==> config.mk <==
export PLATFORM = sky130hd
export DESIGN_NAME = pic_top
export DESIGN_NICKNAME = d
export VERILOG_FILES = /design/src/common/pic_map_pkg.sv /design/src/common/pic_types_pkg.sv /design/src/design/pic_reg_file.sv /design/src/design/gateway/pic_gateway_bank.sv /design/src/design/pic_arbiter_tree.sv /design/src/design/pic_top.sv
export SDC_FILE = /design/constraint.sdc
export NUM_CORES = 1
export LEC_CHECK = 0
export BUFFER_PORTS_ARGS = -buffer_cell sky130_fd_sc_hd__clkbuf_2
export CAP_MARGIN = 30
export CORE_MARGIN = 2
export CORE_UTILIZATION = 45
export DETAILED_ROUTE_END_ITERATION = 7
export HOLD_SLACK_MARGIN = 0.03
export SYNTH_ARGS = -nofsm -noshare
export SYNTH_HDL_FRONTEND = slang
export SYNTH_SLANG_ARGS = --single-unit
==> constraint.sdc <==
create_clock -name clk -period 17.4 [get_ports clk]
set_input_delay 4.35 -clock clk [delete_from_list [all_inputs] [get_ports clk]]
set_output_delay 4.35 -clock clk [all_outputs]
set_load 0.03 [all_outputs]
==> src/common/pic_map_pkg.sv <==
package pic_map_pkg;

  ////////////////////
  // Field widths
  ////////////////////

  localparam int prio_bits = 4;   // Priority field
  localparam int id_bits   = 8;   // Claim ID for up to 256 sources
  localparam int addr_bits = 32;
  localparam int data_bits = 32;

  // Highest priority value in normal order
  localparam int max_prio = 15;

  ////////////////////
  // Register groups
  ////////////////////

  localparam logic [addr_bits-1:0] off_priority  = 32'h0000_0000;  // One word per source
  localparam logic [addr_bits-1:0] off_pending   = 32'h0000_1000;  // 32 sources per word
  localparam logic [addr_bits-1:0] off_enable    = 32'h0000_2000;
  localparam logic [addr_bits-1:0] off_config    = 32'h0000_3000;  // Single global word
  localparam logic [addr_bits-1:0] off_gw_config = 32'h0000_4000;
  localparam logic [addr_bits-1:0] off_gw_clear  = 32'h0000_5000;  // Write only

  ////////////////////
  // Address decode
  ////////////////////

  // Bits from region_lsb up must equal the base address
  localparam int region_lsb = 15;

  // Group select within the region
  localparam int grp_msb  = 14;
  localparam int grp_lsb  = 12;
  localparam int grp_bits = grp_msb - grp_lsb + 1;

  // Word index inside a group
  localparam int idx_msb  = 11;
  localparam int idx_lsb  = 2;
  localparam int idx_bits = idx_msb - idx_lsb + 1;

  // Group codes as seen in the address
  localparam logic [grp_bits-1:0] grp_priority  = off_priority[grp_msb:grp_lsb];
  localparam logic [grp_bits-1:0] grp_pending   = off_pending[grp_msb:grp_lsb];
  localparam logic [grp_bits-1:0] grp_enable    = off_enable[grp_msb:grp_lsb];
  localparam logic [grp_bits-1:0] grp_config    = off_config[grp_msb:grp_lsb];
  localparam logic [grp_bits-1:0] grp_gw_config = off_gw_config[grp_msb:grp_lsb];
  localparam logic [grp_bits-1:0] grp_gw_clear  = off_gw_clear[grp_msb:grp_lsb];

endpackage

==> src/common/pic_types_pkg.sv <==
package pic_types_pkg;

  typedef logic [pic_map_pkg::prio_bits-1:0] prio_t;
  typedef logic [pic_map_pkg::id_bits-1:0]   claim_id_t;

  ////////////////////
  // Write data views
  ////////////////////

  // Word written to a priority register
  typedef struct packed {
    logic [pic_map_pkg::data_bits-pic_map_pkg::prio_bits-1:0] pad;
    prio_t                                                    prio;
  } wdata_prio_t;

  // Word written to a gateway configuration register
  typedef struct packed {
    logic [pic_map_pkg::data_bits-3:0] pad;
    logic                              gw_type;   // 1 selects edge
    logic                              polarity;  // 1 selects active low
  } wdata_gw_t;

  typedef union packed {
    wdata_prio_t prio_view;
    wdata_gw_t   gw_view;
  } wdata_u;

  ////////////////////
  // AXI4-Lite
  ////////////////////

  // Master to slave
  typedef struct packed {
    logic [pic_map_pkg::addr_bits-1:0] awaddr;
    logic                              awvalid;
    logic [pic_map_pkg::data_bits-1:0] wdata;
    logic                              wvalid;
    logic                              bready;
    logic [pic_map_pkg::addr_bits-1:0] araddr;
    logic                              arvalid;
    logic                              rready;
  } axil_req_t;

  // Slave to master with OKAY as the only response
  typedef struct packed {
    logic                              awready;
    logic                              wready;
    logic                              bvalid;
    logic                              arready;
    logic                              rvalid;
    logic [pic_map_pkg::data_bits-1:0] rdata;
  } axil_rsp_t;

  ////////////////////
  // Core side
  ////////////////////

  typedef struct packed {
    prio_t meipt;     // Priority threshold
    prio_t meicurpl;  // Current priority level
  } core_ctl_t;

  typedef struct packed {
    logic      mexintpend;
    claim_id_t claim_id;
    prio_t     pl;
    logic      mhwakeup;
  } core_int_t;

endpackage

==> src/design/pic_reg_file.sv <==
`timescale 1ns/1ps

module pic_reg_file #(
  parameter int                                num_int   = 32,
  parameter logic [pic_map_pkg::addr_bits-1:0] base_addr = 32'hf00c_0000
) (
  input  logic                               clk,
  input  logic                               rst,
  input  pic_types_pkg::axil_req_t           axil_req,
  output pic_types_pkg::axil_rsp_t           axil_rsp,
  input  logic [num_int-1:0]                 pending,
  output pic_types_pkg::prio_t [num_int-1:0] prio,
  output logic [num_int-1:0]                 enable,
  output logic [num_int-1:0]                 gw_polarity,
  output logic [num_int-1:0]                 gw_edge,
  output logic [num_int-1:0]                 gw_clear,
  output logic                               reverse_order
);
  import pic_map_pkg::*;
  import pic_types_pkg::*;

  localparam int src_bits  = $clog2(num_int);
  localparam int num_words = (num_int + 31) / 32;  // Pending words

  wdata_u                  wd;
  logic                    aw_hit;
  logic [grp_bits-1:0]     aw_grp;
  logic [idx_bits-1:0]     aw_idx;
  logic                    wr_acc;
  logic                    bvalid_q;
  logic                    cfg_q;
  logic                    ar_hit;
  logic [grp_bits-1:0]     ar_grp;
  logic [idx_bits-1:0]     ar_idx;
  logic                    rd_acc;
  logic                    rvalid_q;
  logic [data_bits-1:0]    rd_data;
  logic [data_bits-1:0]    rdata_q;
  logic [num_words*32-1:0] pend_ext;

  ////////////////////
  // Write decode
  ////////////////////

  assign wd     = wdata_u'(axil_req.wdata);
  assign aw_hit = axil_req.awaddr[addr_bits-1:region_lsb] == base_addr[addr_bits-1:region_lsb];
  assign aw_grp = axil_req.awaddr[grp_msb:grp_lsb];
  assign aw_idx = axil_req.awaddr[idx_msb:idx_lsb];

  // AW and W taken together only while no response is outstanding
  assign wr_acc = axil_req.awvalid & axil_req.wvalid & ~bvalid_q;

  for (genvar i = 0; i < num_int; i++) begin : g_src
    if (i == 0) begin : g_zero
      assign prio[i]        = '0;  // Reserved source
      assign enable[i]      = 1'b0;
      assign gw_polarity[i] = 1'b0;
      assign gw_edge[i]     = 1'b0;
      assign gw_clear[i]    = 1'b0;
    end else begin : g_reg
      logic  sel;
      prio_t prio_q;
      logic  en_q;
      logic  pol_q;
      logic  edge_q;

      assign sel = wr_acc & aw_hit & (aw_idx == idx_bits'(i));

      always_ff @(posedge clk) begin
        if (rst) begin
          prio_q <= '0;
          en_q   <= 1'b0;
          pol_q  <= 1'b0;
          edge_q <= 1'b0;
        end else if (sel) begin
          case (aw_grp)
            grp_priority:  prio_q <= wd.prio_view.prio;
            grp_enable:    en_q   <= axil_req.wdata[0];
            grp_gw_config: begin
              pol_q  <= wd.gw_view.polarity;
              edge_q <= wd.gw_view.gw_type;
            end
            default: ;
          endcase
        end
      end

      assign prio[i]        = prio_q;
      assign enable[i]      = en_q;
      assign gw_polarity[i] = pol_q;
      assign gw_edge[i]     = edge_q;
      assign gw_clear[i]    = sel & (aw_grp == grp_gw_clear);  // Pulse on the accepting cycle
    end
  end

  // Bit 0 of the global configuration reverses priority order
  always_ff @(posedge clk) begin
    if (rst) begin
      cfg_q <= 1'b0;
    end else if (wr_acc & aw_hit & (aw_grp == grp_config) & (aw_idx == '0)) begin
      cfg_q <= axil_req.wdata[0];
    end
  end

  assign reverse_order = cfg_q;

  always_ff @(posedge clk) begin
    if (rst) begin
      bvalid_q <= 1'b0;
    end else if (wr_acc) begin
      bvalid_q <= 1'b1;
    end else if (axil_req.bready) begin
      bvalid_q <= 1'b0;
    end
  end

  ////////////////////
  // Read path
  ////////////////////

  assign ar_hit   = axil_req.araddr[addr_bits-1:region_lsb] == base_addr[addr_bits-1:region_lsb];
  assign ar_grp   = axil_req.araddr[grp_msb:grp_lsb];
  assign ar_idx   = axil_req.araddr[idx_msb:idx_lsb];
  assign rd_acc   = axil_req.arvalid & ~rvalid_q;
  assign pend_ext = (num_words*32)'(pending);

  always_comb begin
    rd_data = '0;
    if (ar_hit) begin
      case (ar_grp)
        grp_priority: begin
          if (ar_idx < num_int) rd_data[prio_bits-1:0] = prio[ar_idx[src_bits-1:0]];
        end
        grp_enable: begin
          if (ar_idx < num_int) rd_data[0] = enable[ar_idx[src_bits-1:0]];
        end
        grp_gw_config: begin
          if (ar_idx < num_int) begin
            rd_data[0] = gw_polarity[ar_idx[src_bits-1:0]];
            rd_data[1] = gw_edge[ar_idx[src_bits-1:0]];
          end
        end
        grp_config: begin
          if (ar_idx == '0) rd_data[0] = cfg_q;
        end
        grp_pending: begin
          // Word picked by address bits 5:2 with the higher index bits at zero
          for (int w = 0; w < num_words; w++) begin
            if (ar_idx == idx_bits'(w)) rd_data = pend_ext[32*w +: 32];
          end
        end
        default: ;
      endcase
    end
  end

  always_ff @(posedge clk) begin
    if (rst) begin
      rvalid_q <= 1'b0;
    end else if (rd_acc) begin
      rvalid_q <= 1'b1;
    end else if (axil_req.rready) begin
      rvalid_q <= 1'b0;
    end
  end

  // Data sampled at acceptance and held while R waits
  always_ff @(posedge clk) begin
    if (rd_acc) begin
      rdata_q <= rd_data;
    end
  end

  assign axil_rsp.awready = wr_acc;
  assign axil_rsp.wready  = wr_acc;
  assign axil_rsp.bvalid  = bvalid_q;
  assign axil_rsp.arready = ~rvalid_q;
  assign axil_rsp.rvalid  = rvalid_q;
  assign axil_rsp.rdata   = rdata_q;

endmodule

==> src/design/gateway/pic_gateway_bank.sv <==
`timescale 1ns/1ps

module pic_gateway_bank #(
  parameter int num_int = 32
) (
  input  logic               clk,
  input  logic               rst,
  input  logic [num_int-1:0] ext_irq,
  input  logic [num_int-1:0] gw_polarity,
  input  logic [num_int-1:0] gw_edge,
  input  logic [num_int-1:0] gw_clear,
  output logic [num_int-1:0] pending
);

  // Source 0 is reserved, so the bank covers sources 1 and up
  logic [num_int-1:1] sync1_q;
  logic [num_int-1:1] sync2_q;
  logic [num_int-1:1] req;       // Synchronized active-high request
  logic [num_int-1:1] sticky_q;  // Edge capture

  ////////////////////
  // Synchronizer
  ////////////////////

  always_ff @(posedge clk) begin
    if (rst) begin
      sync1_q <= '0;
      sync2_q <= '0;
    end else begin
      sync1_q <= ext_irq[num_int-1:1];
      sync2_q <= sync1_q;
    end
  end

  assign req = sync2_q ^ gw_polarity[num_int-1:1];  // Active low sources flip here

  ////////////////////
  // Gateways
  ////////////////////

  // Edge mode holds the request until software clears it
  // Level mode keeps the capture flop empty
  always_ff @(posedge clk) begin
    if (rst) begin
      sticky_q <= '0;
    end else begin
      sticky_q <= gw_edge[num_int-1:1] & (req | (sticky_q & ~gw_clear[num_int-1:1]));
    end
  end

  assign pending[0]           = 1'b0;  // Never pends
  assign pending[num_int-1:1] = req | sticky_q;

endmodule

==> src/design/pic_arbiter_tree.sv <==
`timescale 1ns/1ps

module pic_arbiter_tree #(
  parameter int num_int = 32
) (
  input  logic                               clk,
  input  logic                               rst,
  input  logic [num_int-1:0]                 pending,
  input  pic_types_pkg::prio_t [num_int-1:0] prio,
  input  logic [num_int-1:0]                 enable,
  input  logic                               reverse_order,
  input  pic_types_pkg::core_ctl_t           core_ctl,
  output pic_types_pkg::core_int_t           core_int
);
  import pic_map_pkg::*;
  import pic_types_pkg::*;

  localparam int levels = $clog2(num_int);
  localparam int leaves = 1 << levels;

  typedef struct packed {
    prio_t     prio;
    claim_id_t id;
  } cand_t;

  // Side a always holds the lower IDs and keeps ties
  function automatic cand_t pick(cand_t a, cand_t b);
    return (b.prio > a.prio) ? b : a;
  endfunction

  cand_t [2*leaves-1:1] node;  // Heap order with the root at index 1
  cand_t                win;
  prio_t                meipt_eff;
  prio_t                curpl_eff;
  prio_t                pl_d;
  core_int_t            core_int_d;

  ////////////////////
  // Leaves
  ////////////////////

  for (genvar i = 0; i < leaves; i++) begin : g_leaf
    if (i < num_int) begin : g_src
      prio_t eff;
      assign eff = reverse_order ? ~prio[i] : prio[i];
      assign node[leaves+i] = {(pending[i] & enable[i]) ? eff : prio_t'(0), claim_id_t'(i)};
    end else begin : g_pad
      assign node[leaves+i] = {prio_t'(0), claim_id_t'(i)};  // Loses every tie
    end
  end

  // Log-depth reduction
  for (genvar k = 1; k < leaves; k++) begin : g_node
    assign node[k] = pick(node[2*k], node[2*k+1]);
  end

  ////////////////////
  // Core outputs
  ////////////////////

  assign win       = node[1];
  assign meipt_eff = reverse_order ? ~core_ctl.meipt : core_ctl.meipt;
  assign curpl_eff = reverse_order ? ~core_ctl.meicurpl : core_ctl.meicurpl;
  assign pl_d      = reverse_order ? ~win.prio : win.prio;  // Back to software's numbering

  always_comb begin
    core_int_d.mexintpend = (win.prio > meipt_eff) & (win.prio > curpl_eff);
    core_int_d.claim_id   = win.id;
    core_int_d.pl         = pl_d;
    core_int_d.mhwakeup   = pl_d == (reverse_order ? prio_t'(0) : prio_t'(max_prio));
  end

  always_ff @(posedge clk) begin
    if (rst) begin
      core_int <= '0;
    end else begin
      core_int <= core_int_d;
    end
  end

endmodule

==> src/design/pic_top.sv <==
`timescale 1ns/1ps

module pic_top #(
  parameter int                                num_int   = 32,
  parameter logic [pic_map_pkg::addr_bits-1:0] base_addr = 32'hf00c_0000
) (
  input  logic                     clk,
  input  logic                     rst,
  input  logic [num_int-1:0]       ext_irq,
  input  pic_types_pkg::axil_req_t axil_req,
  output pic_types_pkg::axil_rsp_t axil_rsp,
  input  pic_types_pkg::core_ctl_t core_ctl,
  output pic_types_pkg::core_int_t core_int
);
  import pic_types_pkg::*;

  logic [num_int-1:0]  pending;        // Gateway outputs
  prio_t [num_int-1:0] prio;
  logic [num_int-1:0]  enable;
  logic [num_int-1:0]  gw_polarity;
  logic [num_int-1:0]  gw_edge;
  logic [num_int-1:0]  gw_clear;       // One cycle per clear write
  logic                reverse_order;

  ////////////////////
  // Register file
  ////////////////////

  pic_reg_file #(
    .num_int   (num_int),
    .base_addr (base_addr)
  ) i_reg_file (
    .clk           (clk),
    .rst           (rst),
    .axil_req      (axil_req),
    .axil_rsp      (axil_rsp),
    .pending       (pending),
    .prio          (prio),
    .enable        (enable),
    .gw_polarity   (gw_polarity),
    .gw_edge       (gw_edge),
    .gw_clear      (gw_clear),
    .reverse_order (reverse_order)
  );

  pic_gateway_bank #(
    .num_int (num_int)
  ) i_gateway_bank (
    .clk         (clk),
    .rst         (rst),
    .ext_irq     (ext_irq),
    .gw_polarity (gw_polarity),
    .gw_edge     (gw_edge),
    .gw_clear    (gw_clear),
    .pending     (pending)
  );

  // Selection and core interface
  pic_arbiter_tree #(
    .num_int (num_int)
  ) i_arbiter_tree (
    .clk           (clk),
    .rst           (rst),
    .pending       (pending),
    .prio          (prio),
    .enable        (enable),
    .reverse_order (reverse_order),
    .core_ctl      (core_ctl),
    .core_int      (core_int)
  );

endmodule

==> summary by stage, run 1 <==
Timing
The total setup violations reported at the end of the flow is 0. For the pin with the worst max-slew slack, the measured transition is between 1000 and 1500 ps. The hold violation count in the final report is 0. Clock skew on the completed layout was measured at approximately 45 ps. The fraction of the cycle the final worst path needs is 66.5%. Setup repair after global routing left no endpoint under its margin. The max-slew violation total from the final report is 0.

The worst relative slew slack is 29.5%. On the final layout, the worst hold slack is between 400 and 500 ps. The setup TNS after final layout is 0 ps. The smallest clock period supported by the final layout is computed as around 12000 ps.

The maximum clock frequency is between 80 and 90 MHz.

Cells and area
The area growth from synthesis to layout is 11.7%. The top cell types in the final layout, fill and taps aside, are dfxtp_1 (323), nor2_1 (302), nand2_1 (296). The antenna diode instance count is 0. Leaving out fill and tap cells, the most frequent cell in the layout is dfxtp_1. Once layout is complete, the utilization of the core stands at about half. The area used by multi-input combinational logic is roughly 14000 µm². The filler cell count is between 4000 and 5000. The register cell area after layout is 7450 µm².

The count of cells in the finished layout, fillers not included, comes to 3367. The number of nets in the layout is ~2900. The fraction of final layout cells with drive strength greater than 1 is about 14%.

Placed design
The congestion estimate from routability-driven global placement came to about 0.88. The number of I/O port buffers is between 150 and 200. Once placement completed, the tool counted placed cells totaling approximately 3300. Once detailed placement completed, the half-perimeter wirelength came to about 48000 µm.

Power
The largest voltage drop on the vdd net is ~0.063 mV. In this run the power spent charging and discharging nets is ~0.46 mW. Total power for the finished layout comes to approximately 1.9 mW. The cell-internal power is around 1.4 mW. The part of the total power dissipated in sequential elements is a little under half. Per report_power, the clock group accounts for roughly 50% of the total. In this run switching power makes up ~25% of total power.

The power per unit of standard cell area is ~75 nW/µm². Per report_power, the combinational group accounts for about 5.7% of the total. The static leakage is between 10 and 15 nW.

Critical path
For this design, the slowest cell found on the critical path is buf_4. The nature of the critical path startpoint is a flip-flop. The sum of buffers and inverters on the critical path is 6. The slack of the worst reg-to-reg path is around 6000 ps. At the worst endpoint, the required time is between 15000 and 20000 ps. The worst setup path is of the flip-flop to flip-flop kind. The peak fanout along the critical path is just under 60.

STA classifies the critical path endpoint as a flip-flop. On the critical path the largest part of the delay comes from compound AO/OA/AOI/OAI gates. Data arrives at the worst endpoint at between 10000 and 15000 ps. For this run, the slowest stage of the critical path takes just over 800 ps. The most numerous cell type found on the critical path is ha_1.

Die
During I/O placement, the number of pins put on the boundary was about 190. The area of the core region is between 40000 and 50000 µm². From left edge to right edge, the die measures approximately 230 µm.

The die outline height is roughly 230 µm. The initial core utilization is about 46%. The number of placement rows is about 80.

The floorplan step defined a die boundary enclosing just over 50000 µm².

Synth
The number of enable-type register cells in the synthesized netlist is 32. Summing the areas of all compound-gate instances in the mapped netlist gives 14.9% of the synthesized area. The top cell type by area accounts for between 20 and 30% of the synthesized area. The mux share of post-synthesis cell area is between 15 and 20%. For this run, asynchronously set or reset flops after synthesis account for 0%. The gate count of the mapped netlist is 2591. The unique cell type count in the Yosys netlist is approximately 100.

By area the synthesized netlist is led by dfxtp_1 (29%), mux2i_1 (7.8%), mux4_2 (6.1%). The predominant post-synthesis flop cell is dfxtp_1. In this run the cell area of the synthesized design comes to approximately 22000 µm². The mean instance size in the synthesized netlist is around 8.6 µm².

The synthesized design spends more area on one cell type than any other, namely dfxtp_1. Summing the areas of all xor and xnor instances in the mapped netlist gives about 6.0% of the synthesized area. The number of synthesis warnings is 0. Of the total synthesized cell area, the portion taken by full adders, half adders and majority gates is 5.99%. After synthesis, the largest family of logic cells by area is simple AND/OR/NAND/NOR gates. After Yosys synthesis, and, or, nand and nor cells account for 19.9% of the synthesized area. The sequential cell area fraction in the yosys report is 33.3%. The post-synthesis sequential element count is 356.

Clock tree
The deepest clock path buffer count is 3. The quantity of gates resized following cts is 0. The clock network latency to the later pin of the worst-skew pair is 610 ps. The clock tree from TritonCTS is done. The clock root buffer master is clkbuf_16. The clock drives approximately 360 sinks. The clock buffer count from CTS is 42. The post-cts hold buffer count is 0. The clock transition at the registers of the reported paths is roughly 60 ps. In this run the number of H-tree levels came out at 2. The number of setup buffers added after CTS is 0.

Global routing
The wire length of the first global-routing pass is between 100000 and 150000 µm. The pin count of the biggest net entering global routing is 166. Global routing used between 20% and 30% of the available tracks across all layers. After global routing the overflow that remains totals 0. The number of global-route vias before repair is approximately 18000. The initial antenna violation count is 0.

Drt
In the routed layout, each cell is associated on average with a via count of 5.68. The post-route DRC violation count is 0. The detailed router placed 19100 vias in this run. The first detailed-routing pass ran for 5 iterations.

The count of nets left with antenna violations once routing finished came out at 0. The per-cell routed wire length is 19.8 µm. After detailed routing, the total wire length is ~67000 µm. The number of design-rule violations left by the first detailed-router iteration is roughly 1300.

Outcome
The run finished with clean final reports.

Worst hold path
The worst hold-check path type is flip-flop to flip-flop.

Job
The tool flagged a number of max-cap violations equal to 0.
## flip-flops by register name, indices dropped and copies added (netlist names)
| register | cells |
|---|---|
| i_reg_file.rvalid_q | 1 |
| i_reg_file.g_src.g_reg.prio_q | 124 |
| i_reg_file.bvalid_q | 1 |
| i_gateway_bank.sync2_q | 31 |
| i_reg_file.g_src.g_reg.edge_q | 31 |
| i_arbiter_tree.core_int | 11 |
| i_gateway_bank.sync1_q | 31 |
| i_reg_file.g_src.g_reg.en_q | 31 |
| i_reg_file.rdata_q | 32 |
| i_gateway_bank.sticky_q | 31 |
| i_reg_file.reverse_order | 1 |
| i_reg_file.g_src.g_reg.pol_q | 31 |
## cells by family (layout without fill, tap and decap cells)
kind of cell    Yosys count  after routing
simple gates            951            951
compound gates          523            523
flops                   356            356
mux                     265            265
buf+inv                 235            345
xor+xnor                152            152
fa+ha+maj               108            108
other cells               1              3
## area by class of cell
type                       instances  share of cell area [%]
tap                              664                    3.32
clock buffer                      57                    4.76
inverter                          92                    1.38
clock inverter                    21                    1.04
multi-input combinational       2002                    55.9
sequential                       356                    29.8
timing repair buffer             175                    3.81
## per-layer routing
metal,vias to the layer above,global-route usage (%),routed length (µm)
met1,9273,33.5,29900
met2,469,45.1,32200
met5,-,0,0
met3,91,3.45,2960
met4,0,7.44,1680
li1,9296,-,-
## power by group through the flow
stage / Combinational, mW / Sequential [mW] / Clock (mW)
detailed placement: 0.106 / 0.860 / 0
global route: 0.113 / 0.842 / 0.967
CTS: 0.106 / 0.842 / 0.933
finish: 0.106 / 0.841 / 0.917
global placement: 0.104 / 0.859 / 0
floorplan: 0.0579 / 0.866 / 0
## stage by stage
step,setup WS (ps),cell area (µm²)
after global routing,4980,25000
after floorplan,7200,22400
after global placement,6150,23500
final,5840,25000
after detailed placement,6020,23500
after CTS,5910,25000
## cell usage after synthesis (17+ instances only)
cell type,count
nor2_1,303
xnor2_1,36
nor3b_1,28
ha_1,104
mux2_2,25
clkbuf_1,103
mux2i_1,174
o211ai_1,32
nand2_1,296
a211oi_1,19
mux4_2,61
nor2b_1,107
o21ai_0,115
xor2_1,115
a21o_1,17
inv_1,91
edfxtp_1,32
dfxtp_1,324
and2_1,18
o21a_1,19
a21oi_1,194
nand2b_1,32
nand3_1,70
nand4_1,25
## path summary, 6_finish.rpt
kind | start | end | depth (start not counted)
max | i_reg_file.reverse_order | i_arbiter_tree.core_int[13] | 42
min | i_gateway_bank.sync1_q[6] | i_gateway_bank.sync2_q[6] | 1
max reg2reg | i_reg_file.reverse_order | i_arbiter_tree.core_int[13] | 42
min reg2reg | i_gateway_bank.sync1_q[6] | i_gateway_bank.sync2_q[6] | 1
(Power assumes the default switching activity.)
==> run 2: changes to the inputs <==
Settings changed: ABC_AREA set to 1.
Clock period 17.4 ns to 11.1 ns, I/O delays scaled along.
==> run 2 against run 1 <==
  * Sequential share of layout area up 0.68 points
  * Synthesized cell count up 23%
  * Power up 57%
  * Via count up 13%
  * First-iteration DRC count up 38%
  * Utilization about the same
  * Register-to-register slack worse by 3600 ps
==> summary by stage, run 2 <==
Critical path
The required time of the critical path is 11560 ps (was 17920 ps). The peak fanout along the critical path is 54 (was 59). The critical path's most frequent cell is nand2_1 (was ha_1). The nature of the critical path startpoint is a flip-flop (unchanged). The nature of the critical path endpoint is a flip-flop (unchanged). The data arrival time of the critical path is 9330 ps (was 12090 ps). The slack of the worst reg-to-reg path is 2230 ps (was 5840 ps). The worst stage delay on the critical path is 540 ps (was 820 ps). The critical path start-end classification is flip-flop to flip-flop (unchanged). The slowest library cell on the worst path is buf_4 (unchanged).

Synth
The predominant post-synthesis flop cell is dfxtp_1 (unchanged). The share of Yosys cell area claimed by the top area cell type is 29.6% (was 29.0%). The gate count of the mapped netlist came to 3199 (was 2591). The most used standard cell by instance count after synthesis is nor2_1 (was dfxtp_1). Top post-synthesis cells by count: nor2_1 (575), nand2_1 (504), inv_1 (360) (was dfxtp_1 (324), nor2_1 (303), nand2_1 (296)). The number of synthesis warnings is 0 (unchanged). The cell taking the most area after synthesis was dfxtp_1 (unchanged). The mean instance size in the synthesized netlist is 6.86 µm² (was 8.64 µm²).

The number of enable-type register cells in the synthesized netlist is 32 (unchanged). The unique cell type count in the Yosys netlist is 59 (was 103). The async set-or-reset flop fraction in the synthesized netlist came to 0% (unchanged). The synthesized area is 21900 µm² (was 22400 µm²).

Most area-consuming cells after synthesis: dfxtp_1 (30%), nor2_1 (9.8%), nand2_1 (8.6%) (was dfxtp_1 (29%), mux2i_1 (7.8%), mux4_2 (6.1%)). The sequential cell area fraction in the yosys report is 34.0% (was 33.3%). The post-synthesis sequential element count is 356 (unchanged).

Global routing
The wire length of the first global-routing pass is 107000 µm (was 103000 µm). The global-route total usage across every layer is 26.9% (was 25.9%). The pin count of the biggest net entering global routing is 128 (was 166). The number of global-route vias before repair is 19900 (was 18400).

The initial antenna violation count is 1 (was 0). The overall overflow remaining after global route is 0 (unchanged).

Timing
Unrepaired setup endpoints after global routing: no (unchanged). The fraction of the cycle the final worst path needs is 79.9% (was 66.5%). The worst relative slew slack is 24.8% (was 29.5%). The hold violation count in the final report is 0 (unchanged).

The shortest period the worst path allows is 8870 ps (was 11560 ps). The worst hold margin is 395 ps (was 431 ps). The max-slew violation total from the final report is 0 (unchanged). The setup TNS after final layout is 0 ps (unchanged). The maximum clock frequency is 113 MHz (was 86.5 MHz).

The slew at the pin closest to its max-slew limit was 1100 ps (was 1050 ps). The largest clock skew in the final design came to 20.7 ps (was 45.2 ps). The total setup violations reported at the end of the flow was 0 (unchanged).

Cells and area
Most used cells in the layout excluding fill and tap cells: nor2_1 (575), nand2_1 (504), inv_1 (355) (was dfxtp_1 (323), nor2_1 (302), nand2_1 (296)). The number of nets in the layout is 3516 (was 2916). The filler cell count is 4720 (was 4698). The register with the most flip-flops is i_reg_file.g_src.g_reg.prio_q (unchanged). The area used by multi-input combinational logic is 12500 µm² (was 14000 µm²). The antenna diode instance count was 0 (unchanged). The most common cell after layout, fill and taps aside is nor2_1 (was dfxtp_1). The fraction of final layout cells with drive strength greater than 1 is 12.1% (was 13.8%). The number of flip-flops under the largest register name is 124 (unchanged). The register cell area after layout was 7450 µm² (unchanged).

The area growth from synthesis to layout came to 11.4% (was 11.7%). Top flop regs: i_reg_file.g_src.g_reg.prio_q (124), i_reg_file.rdata_q (32) (unchanged).

Clock tree
The clock tree from TritonCTS is done (unchanged). The number of setup buffers added after CTS was 0 (unchanged). The number of levels in the clock H-tree is 2 (unchanged). The quantity of gates resized following cts is 0 (unchanged). The clock transition at the registers of the reported paths came to 60 ps (about the same).

The deepest clock path buffer count is 3 (unchanged). The clock buffer count from CTS came to 42 (unchanged). The total clock sinks is 356 (unchanged). The post-cts hold buffer count was 0 (unchanged).

The clock root buffer master is clkbuf_16 (unchanged). The clock network latency to the later pin of the worst-skew pair was 580 ps (was 610 ps).

Die
The area enclosed by the die boundary is 50500 µm² (was 51500 µm²). The boundary pin count is 194 (unchanged). The die outline height came to 225 µm (was 227 µm). The number of placement rows is 80 (was 81). The die width was 225 µm (was 227 µm).

The area of the core region is 47900 µm² (was 49100 µm²). The initial core utilization was 45.7% (was 45.6%).

Placed design
The placer's final routability congestion estimate came to 0.894 (was 0.880). The number of I/O port buffers is 157 (unchanged). The detailed-placement wirelength estimate was 48600 µm (was 48200 µm).

Power
The power per unit of standard cell area is 120 nW/µm² (was 74.6 nW/µm²). The static leakage is 9.88 nW (was 10.4 nW). The largest voltage drop on the vdd net is 0.103 mV (was 0.0632 mV).

Job
The max-capacitance violation count was 0 (unchanged).

Drt
The overall via count from detail_route came to 21600 (was 19100). The detail-routed via count per cell came to 5.51 (was 5.68). The total iterations of the first detailed-routing run came to 5 (unchanged). The post-route antenna net violation count is 0 (unchanged). The per-cell routed wire length is 17.5 µm (was 19.8 µm). The wire length after detailed routing is 68400 µm (was 66700 µm).

The post-route DRC violation count was 0 (unchanged). The number of design-rule violations left by the first detailed-router iteration is 1793 (was 1304).

Worst hold path
The worst hold-check path type is flip-flop to flip-flop (unchanged).

Outcome
Outcome: finished clean (unchanged).
==> run 2: cell types whose count changed after synthesis, sizes merged, moves of 32 or more <==
cell	delta
a21oi	-49
nor2	+276
inv	+271
mux4	-62
a211oi	+197
mux2i	-175
or2	+71
nand2b	-32
o21ai	+129
nand3	+102
xor2	-101
nor2b	-107
nand2	+249
==> run 2: power breakdown <==
| group | switching (mW) | internal, mW |
|---|---|---|
| combinational | 0.158 | 0.0530 |
| sequential | 0.00592 | 1.31 |
| clock | 0.601 | 0.800 |
| total | 0.764 | 2.17 |
==> run 2: final cells by class <==
cell class | instances | share of cell area [%]
clock buffer | 53 | 4.72
clock inverter | 24 | 1.04
inverter | 364 | 5.60
multi-input combinational | 2326 | 51.1
sequential | 356 | 30.5
tap | 615 | 3.15
timing repair buffer | 179 | 3.94
==> run 2: worst max-delay path, delay by kind of cell (launching register included) <==
family	cells	cell delay [ps]
AND/OR/NAND/NOR	25	2310
buffers and inverters	11	2150
adder cells (fa/ha/maj)	6	1940
AO/OA/AOI/OAI	10	1830
flip-flops	1	470
==> run 2: routing by layer <==
layer  up-vias  track usage, %  part of all wire [%]
li1      10900               -                     -
met1      9845            38.2                    47
met2       741            41.5                    42
met3       125            4.59                   7.2
met4         2            8.40                   3.0
met5         -               0                 0.025
==> run 2: final timing paths <==
check	startpoint	end	cells past startpoint
max reg2reg	i_reg_file.reverse_order	i_arbiter_tree.core_int[13]	52
min	i_gateway_bank.sync1_q[29]	i_gateway_bank.sync2_q[29]	2
max	i_reg_file.reverse_order	i_arbiter_tree.core_int[13]	52
min reg2reg	i_gateway_bank.sync1_q[29]	i_gateway_bank.sync2_q[29]	2
==> run 2: cells by family (layout without fill, tap and decap cells) <==
logic type               count (synthesis)  in the layout  share of synthesized area [%]
AND/OR/NAND/NOR                       1425           1425                           27.6
flip-flops                             356            356                           34.0
other                                    1              3                         0.0171
buffers and inverters                  519            620                           9.24
AO/OA/AOI/OAI                          731            731                           20.7
XOR/XNOR                                62             62                           2.51
adder cells (fa/ha/maj)                104            104                           5.93
multiplexers                             1              1                         0.0456
==> run 2: per-stage QoR <==
stage / area (µm²) / power (mW) / utilization (%) / setup WS (ps) / instances
5_1_grt: 24400 / 3.03 / 51.0 / 1170 / 3917
6_report: 24400 / 2.93 / 51.0 / 2230 / 3917
3_3_place_gp: 23000 / 1.55 / 48.0 / 2700 / 3840
4_1_cts: 24400 / 2.96 / 51.0 / 2280 / 3917
2_1_floorplan: 21900 / 1.47 / - / 3230 / 3201
3_5_place_dp: 23000 / 1.55 / 48.0 / 2330 / 3840
==> run 3: changes to the inputs <==
Clock period 11.1 ns to 8.6 ns, I/O delays scaled along.
==> run 3 against run 2 <==
  * Global-route usage decreased by 0.16 points
  * Via count about the same
  * Highest routed layer is now met4
  * Hold slack about the same
  * Clock-buffer cell count increased by 5
  * Critical path depth decreased by 4
  * Register-to-register slack got worse by 1600 ps
  * Utilization increased by 0.41 points
  * Sequential power increased by 29%
==> summary by stage, run 3 (synthesized netlist as in run 2, its figures left out) <==
Outcome
Outcome: finished clean (unchanged).

Global routing
The global-route total usage across every layer is 26.7% (was 26.9%). The pin count of the biggest net entering global routing is 201 (was 128). The overall overflow remaining after global route is 0 (unchanged). The initial antenna violation count is 0 (was 1).

The wire length of the first global-routing pass is 107000 µm (about the same). The number of global-route vias before repair is 19500 (was 19900).

Critical path
The nature of the critical path startpoint is a flip-flop (unchanged). The cell depth of the worst flop-to-flop path is 48 (was 52). The data arrival time of the critical path was 8390 ps (was 9330 ps). The required time of the critical path is 9060 ps (was 11560 ps). The slowest library cell on the worst path is o21ai_0 (was buf_4). The nature of the critical path endpoint is a flip-flop (unchanged). The critical path start-end classification is flip-flop to flip-flop (unchanged). The critical path's most frequent cell is nand2_1 (unchanged).

The slack of the worst reg-to-reg path is 660 ps (was 2230 ps). The start of the worst register-to-register path is i_reg_file.reverse_order (unchanged). The peak fanout along the critical path is 127 (was 54). The terminus of the critical flop-to-flop path was i_arbiter_tree.core_int[13] (unchanged). The worst stage delay on the critical path is 510 ps (was 540 ps).

Timing
Unrepaired setup endpoints after global routing: no (unchanged). The worst-case setup margin in the final layout is 664 ps (was 2230 ps). The setup TNS after final layout came to 0 ps (unchanged). The largest clock skew in the final design is 14.7 ps (was 20.7 ps).

The shortest period the worst path allows came to 7940 ps (was 8870 ps). The fraction of the cycle the final worst path needs came to 92.3% (was 79.9%). The slew at the pin closest to its max-slew limit is 998 ps (was 1100 ps).

The worst relative slew slack is 33.5% (was 24.8%). The worst hold margin came to 395 ps (about the same). The hold violation count in the final report is 0 (unchanged). The maximum clock frequency is 126 MHz (was 113 MHz). The max-slew violation total from the final report came to 0 (unchanged).

The total setup violations reported at the end of the flow is 0 (unchanged).

Clock tree
The deepest clock path buffer count is 3 (unchanged). The clock network latency to the later pin of the worst-skew pair came to 570 ps (was 580 ps). The clock tree from TritonCTS was done (unchanged). The number of levels in the clock H-tree came to 2 (unchanged). The clock root buffer master was clkbuf_16 (unchanged). The total clock sinks came to 356 (unchanged). The clock transition at the registers of the reported paths was 60 ps (about the same).

The clock buffer count from CTS is 42 (unchanged).

Cells and area
The fraction of final layout cells with drive strength greater than 1 was 12.2% (was 12.1%). The register with the most flip-flops is i_reg_file.g_src.g_reg.prio_q (unchanged). The antenna diode instance count is 0 (unchanged).

The number of flip-flops under the largest register name is 124 (unchanged). Most used cells in the layout excluding fill and tap cells: nor2_1 (575), nand2_1 (503), inv_1 (356) (was nor2_1 (575), nand2_1 (504), inv_1 (355)). The final cell utilization of the core is 51.4% (was 51.0%).

Top flop regs: i_reg_file.g_src.g_reg.prio_q (124), i_reg_file.rdata_q (32) (unchanged). The area growth from synthesis to layout is 12.3% (was 11.4%). The number of nets in the layout came to 3520 (was 3516). The most common cell after layout, fill and taps aside is nor2_1 (unchanged).

Power
The cell-internal power is 2.99 mW (was 2.17 mW). The clock network fraction of design power was 50.0% (was 47.8%). The largest voltage drop on the vdd net is 0.145 mV (was 0.103 mV). The net switching power is 0.952 mW (was 0.764 mW). The static leakage was 10.0 nW (was 9.88 nW). The total power came to 3.95 mW (was 2.93 mW). The part of the total power dissipated in sequential elements was 43.2% (was 45.0%).

The power per unit of standard cell area is 160 nW/µm² (was 120 nW/µm²). The switching share of total power is 24.1% (was 26.1%). The power share of the combinational group was 6.9% (was 7.2%).

Job
The max-capacitance violation count is 0 (unchanged).

Drt
The number of design-rule violations left by the first detailed-router iteration is 1959 (was 1793). The per-cell routed wire length is 17.5 µm (about the same). The detail-routed via count per cell was 5.50 (was 5.51). The overall via count from detail_route came to 21600 (about the same). The post-route antenna net violation count is 0 (unchanged). The total iterations of the first detailed-routing run is 6 (was 5). The post-route DRC violation count is 0 (unchanged).

The wire length after detailed routing was 68800 µm (was 68400 µm).

Placed design
The detailed-placement wirelength estimate is 49300 µm (was 48600 µm). The placer's final routability congestion estimate is 0.903 (was 0.894). The number of I/O port buffers is 157 (unchanged). The worst setup slack before clock tree synthesis is 450 ps (was 2330 ps).

Die
The number of placement rows is 80 (unchanged). The area of the core region is 47900 µm² (unchanged). The area enclosed by the die boundary is 50500 µm² (unchanged). The boundary pin count was 194 (unchanged). The initial core utilization is 45.7% (unchanged).

The die outline height is 225 µm (unchanged). The die width is 225 µm (unchanged).

Worst hold path
The cell count of the worst hold path is 2 (unchanged). The worst hold-check path type is flip-flop to flip-flop (unchanged). The start point of the worst hold path is i_gateway_bank.sync1_q[23] (was i_gateway_bank.sync1_q[29]). The worst hold path endpoint is i_gateway_bank.sync2_q[23] (was i_gateway_bank.sync2_q[29]).
[run 3: cell count changes in the layout (fill, tap and decap cells not counted), moves of 3 or more]
| cell | before | now |
|---|---|---|
| bufinv_16 | 2 | 8 |
| clkbuf_8 | 4 | 8 |
| clkinvlp_4 | 8 | 1 |
| buf_12 | 0 | 3 |
[run 3: per-layer routing]
metal	wire, µm	track usage [%]	up-vias
met2	29500	41.2	739
li1	-	-	10900
met4	1910	7.99	0
met3	4910	3.74	107
met1	32500	38.6	9861
met5	0	0	-
[run 3: worst max-delay path: cells and delay by family, from the launching register on]
kind | cells | cell delay (ps)
AOI/OAI and AO/OA | 13 | 2570
adders and majority gates | 6 | 1990
buffers and inverters | 8 | 1100
DFF | 1 | 370
and+or+nand+nor | 21 | 1770
[run 3: worst max-delay path by stage]
stage,from,to,slack (ps)
2_1_floorplan,i_reg_file.reverse_order,i_arbiter_tree.core_int[13],730
3_3_place_gp,i_reg_file.reverse_order,i_arbiter_tree.core_int[13],740
3_5_place_dp,i_reg_file.reverse_order,i_arbiter_tree.core_int[13],450
4_1_cts,i_reg_file.reverse_order,i_arbiter_tree.core_int[13],430
5_1_grt,i_reg_file.reverse_order,i_arbiter_tree.core_int[13],6
6_report,i_reg_file.reverse_order,i_arbiter_tree.core_int[13],660
[run 3: layout make-up]
| class | count | area (µm²) |
|---|---|---|
| multi-input combinational | 2326 | 12500 |
| fill | 4683 | 23300 |
| clock inverter | 18 | 317 |
| tap | 615 | 769 |
| timing repair buffer | 183 | 1030 |
| clock buffer | 58 | 1210 |
| sequential | 356 | 7450 |
| inverter | 364 | 1370 |
[run 3: power groups by stage]
stage / clock network (mW) / logic, mW / registers, mW
2_1_floorplan: 0 / 0.145 / 1.76
3_3_place_gp: 0 / 0.266 / 1.74
3_5_place_dp: 0 / 0.267 / 1.74
4_1_cts: 2.00 / 0.269 / 1.70
5_1_grt: 2.06 / 0.292 / 1.70
6_report: 1.97 / 0.271 / 1.70
[run 3: what timing repair did]
item / 4_1_cts / 5_1_grt
endpoints found under the hold margin: 0 / 0
gates resized for setup: 0 / 6
hold buffers: 0 / 0
endpoints found under the setup margin: 0 / 6
setup buffers: 0 / 0
[run 3: per-stage QoR]
step | std cells | instance area (µm²)
floorplan | 3201 | 21900
global placement | 3844 | 23100
detailed placement | 3844 | 23100
CTS | 3920 | 24600
global route | 3920 | 24600
finish | 3920 | 24600
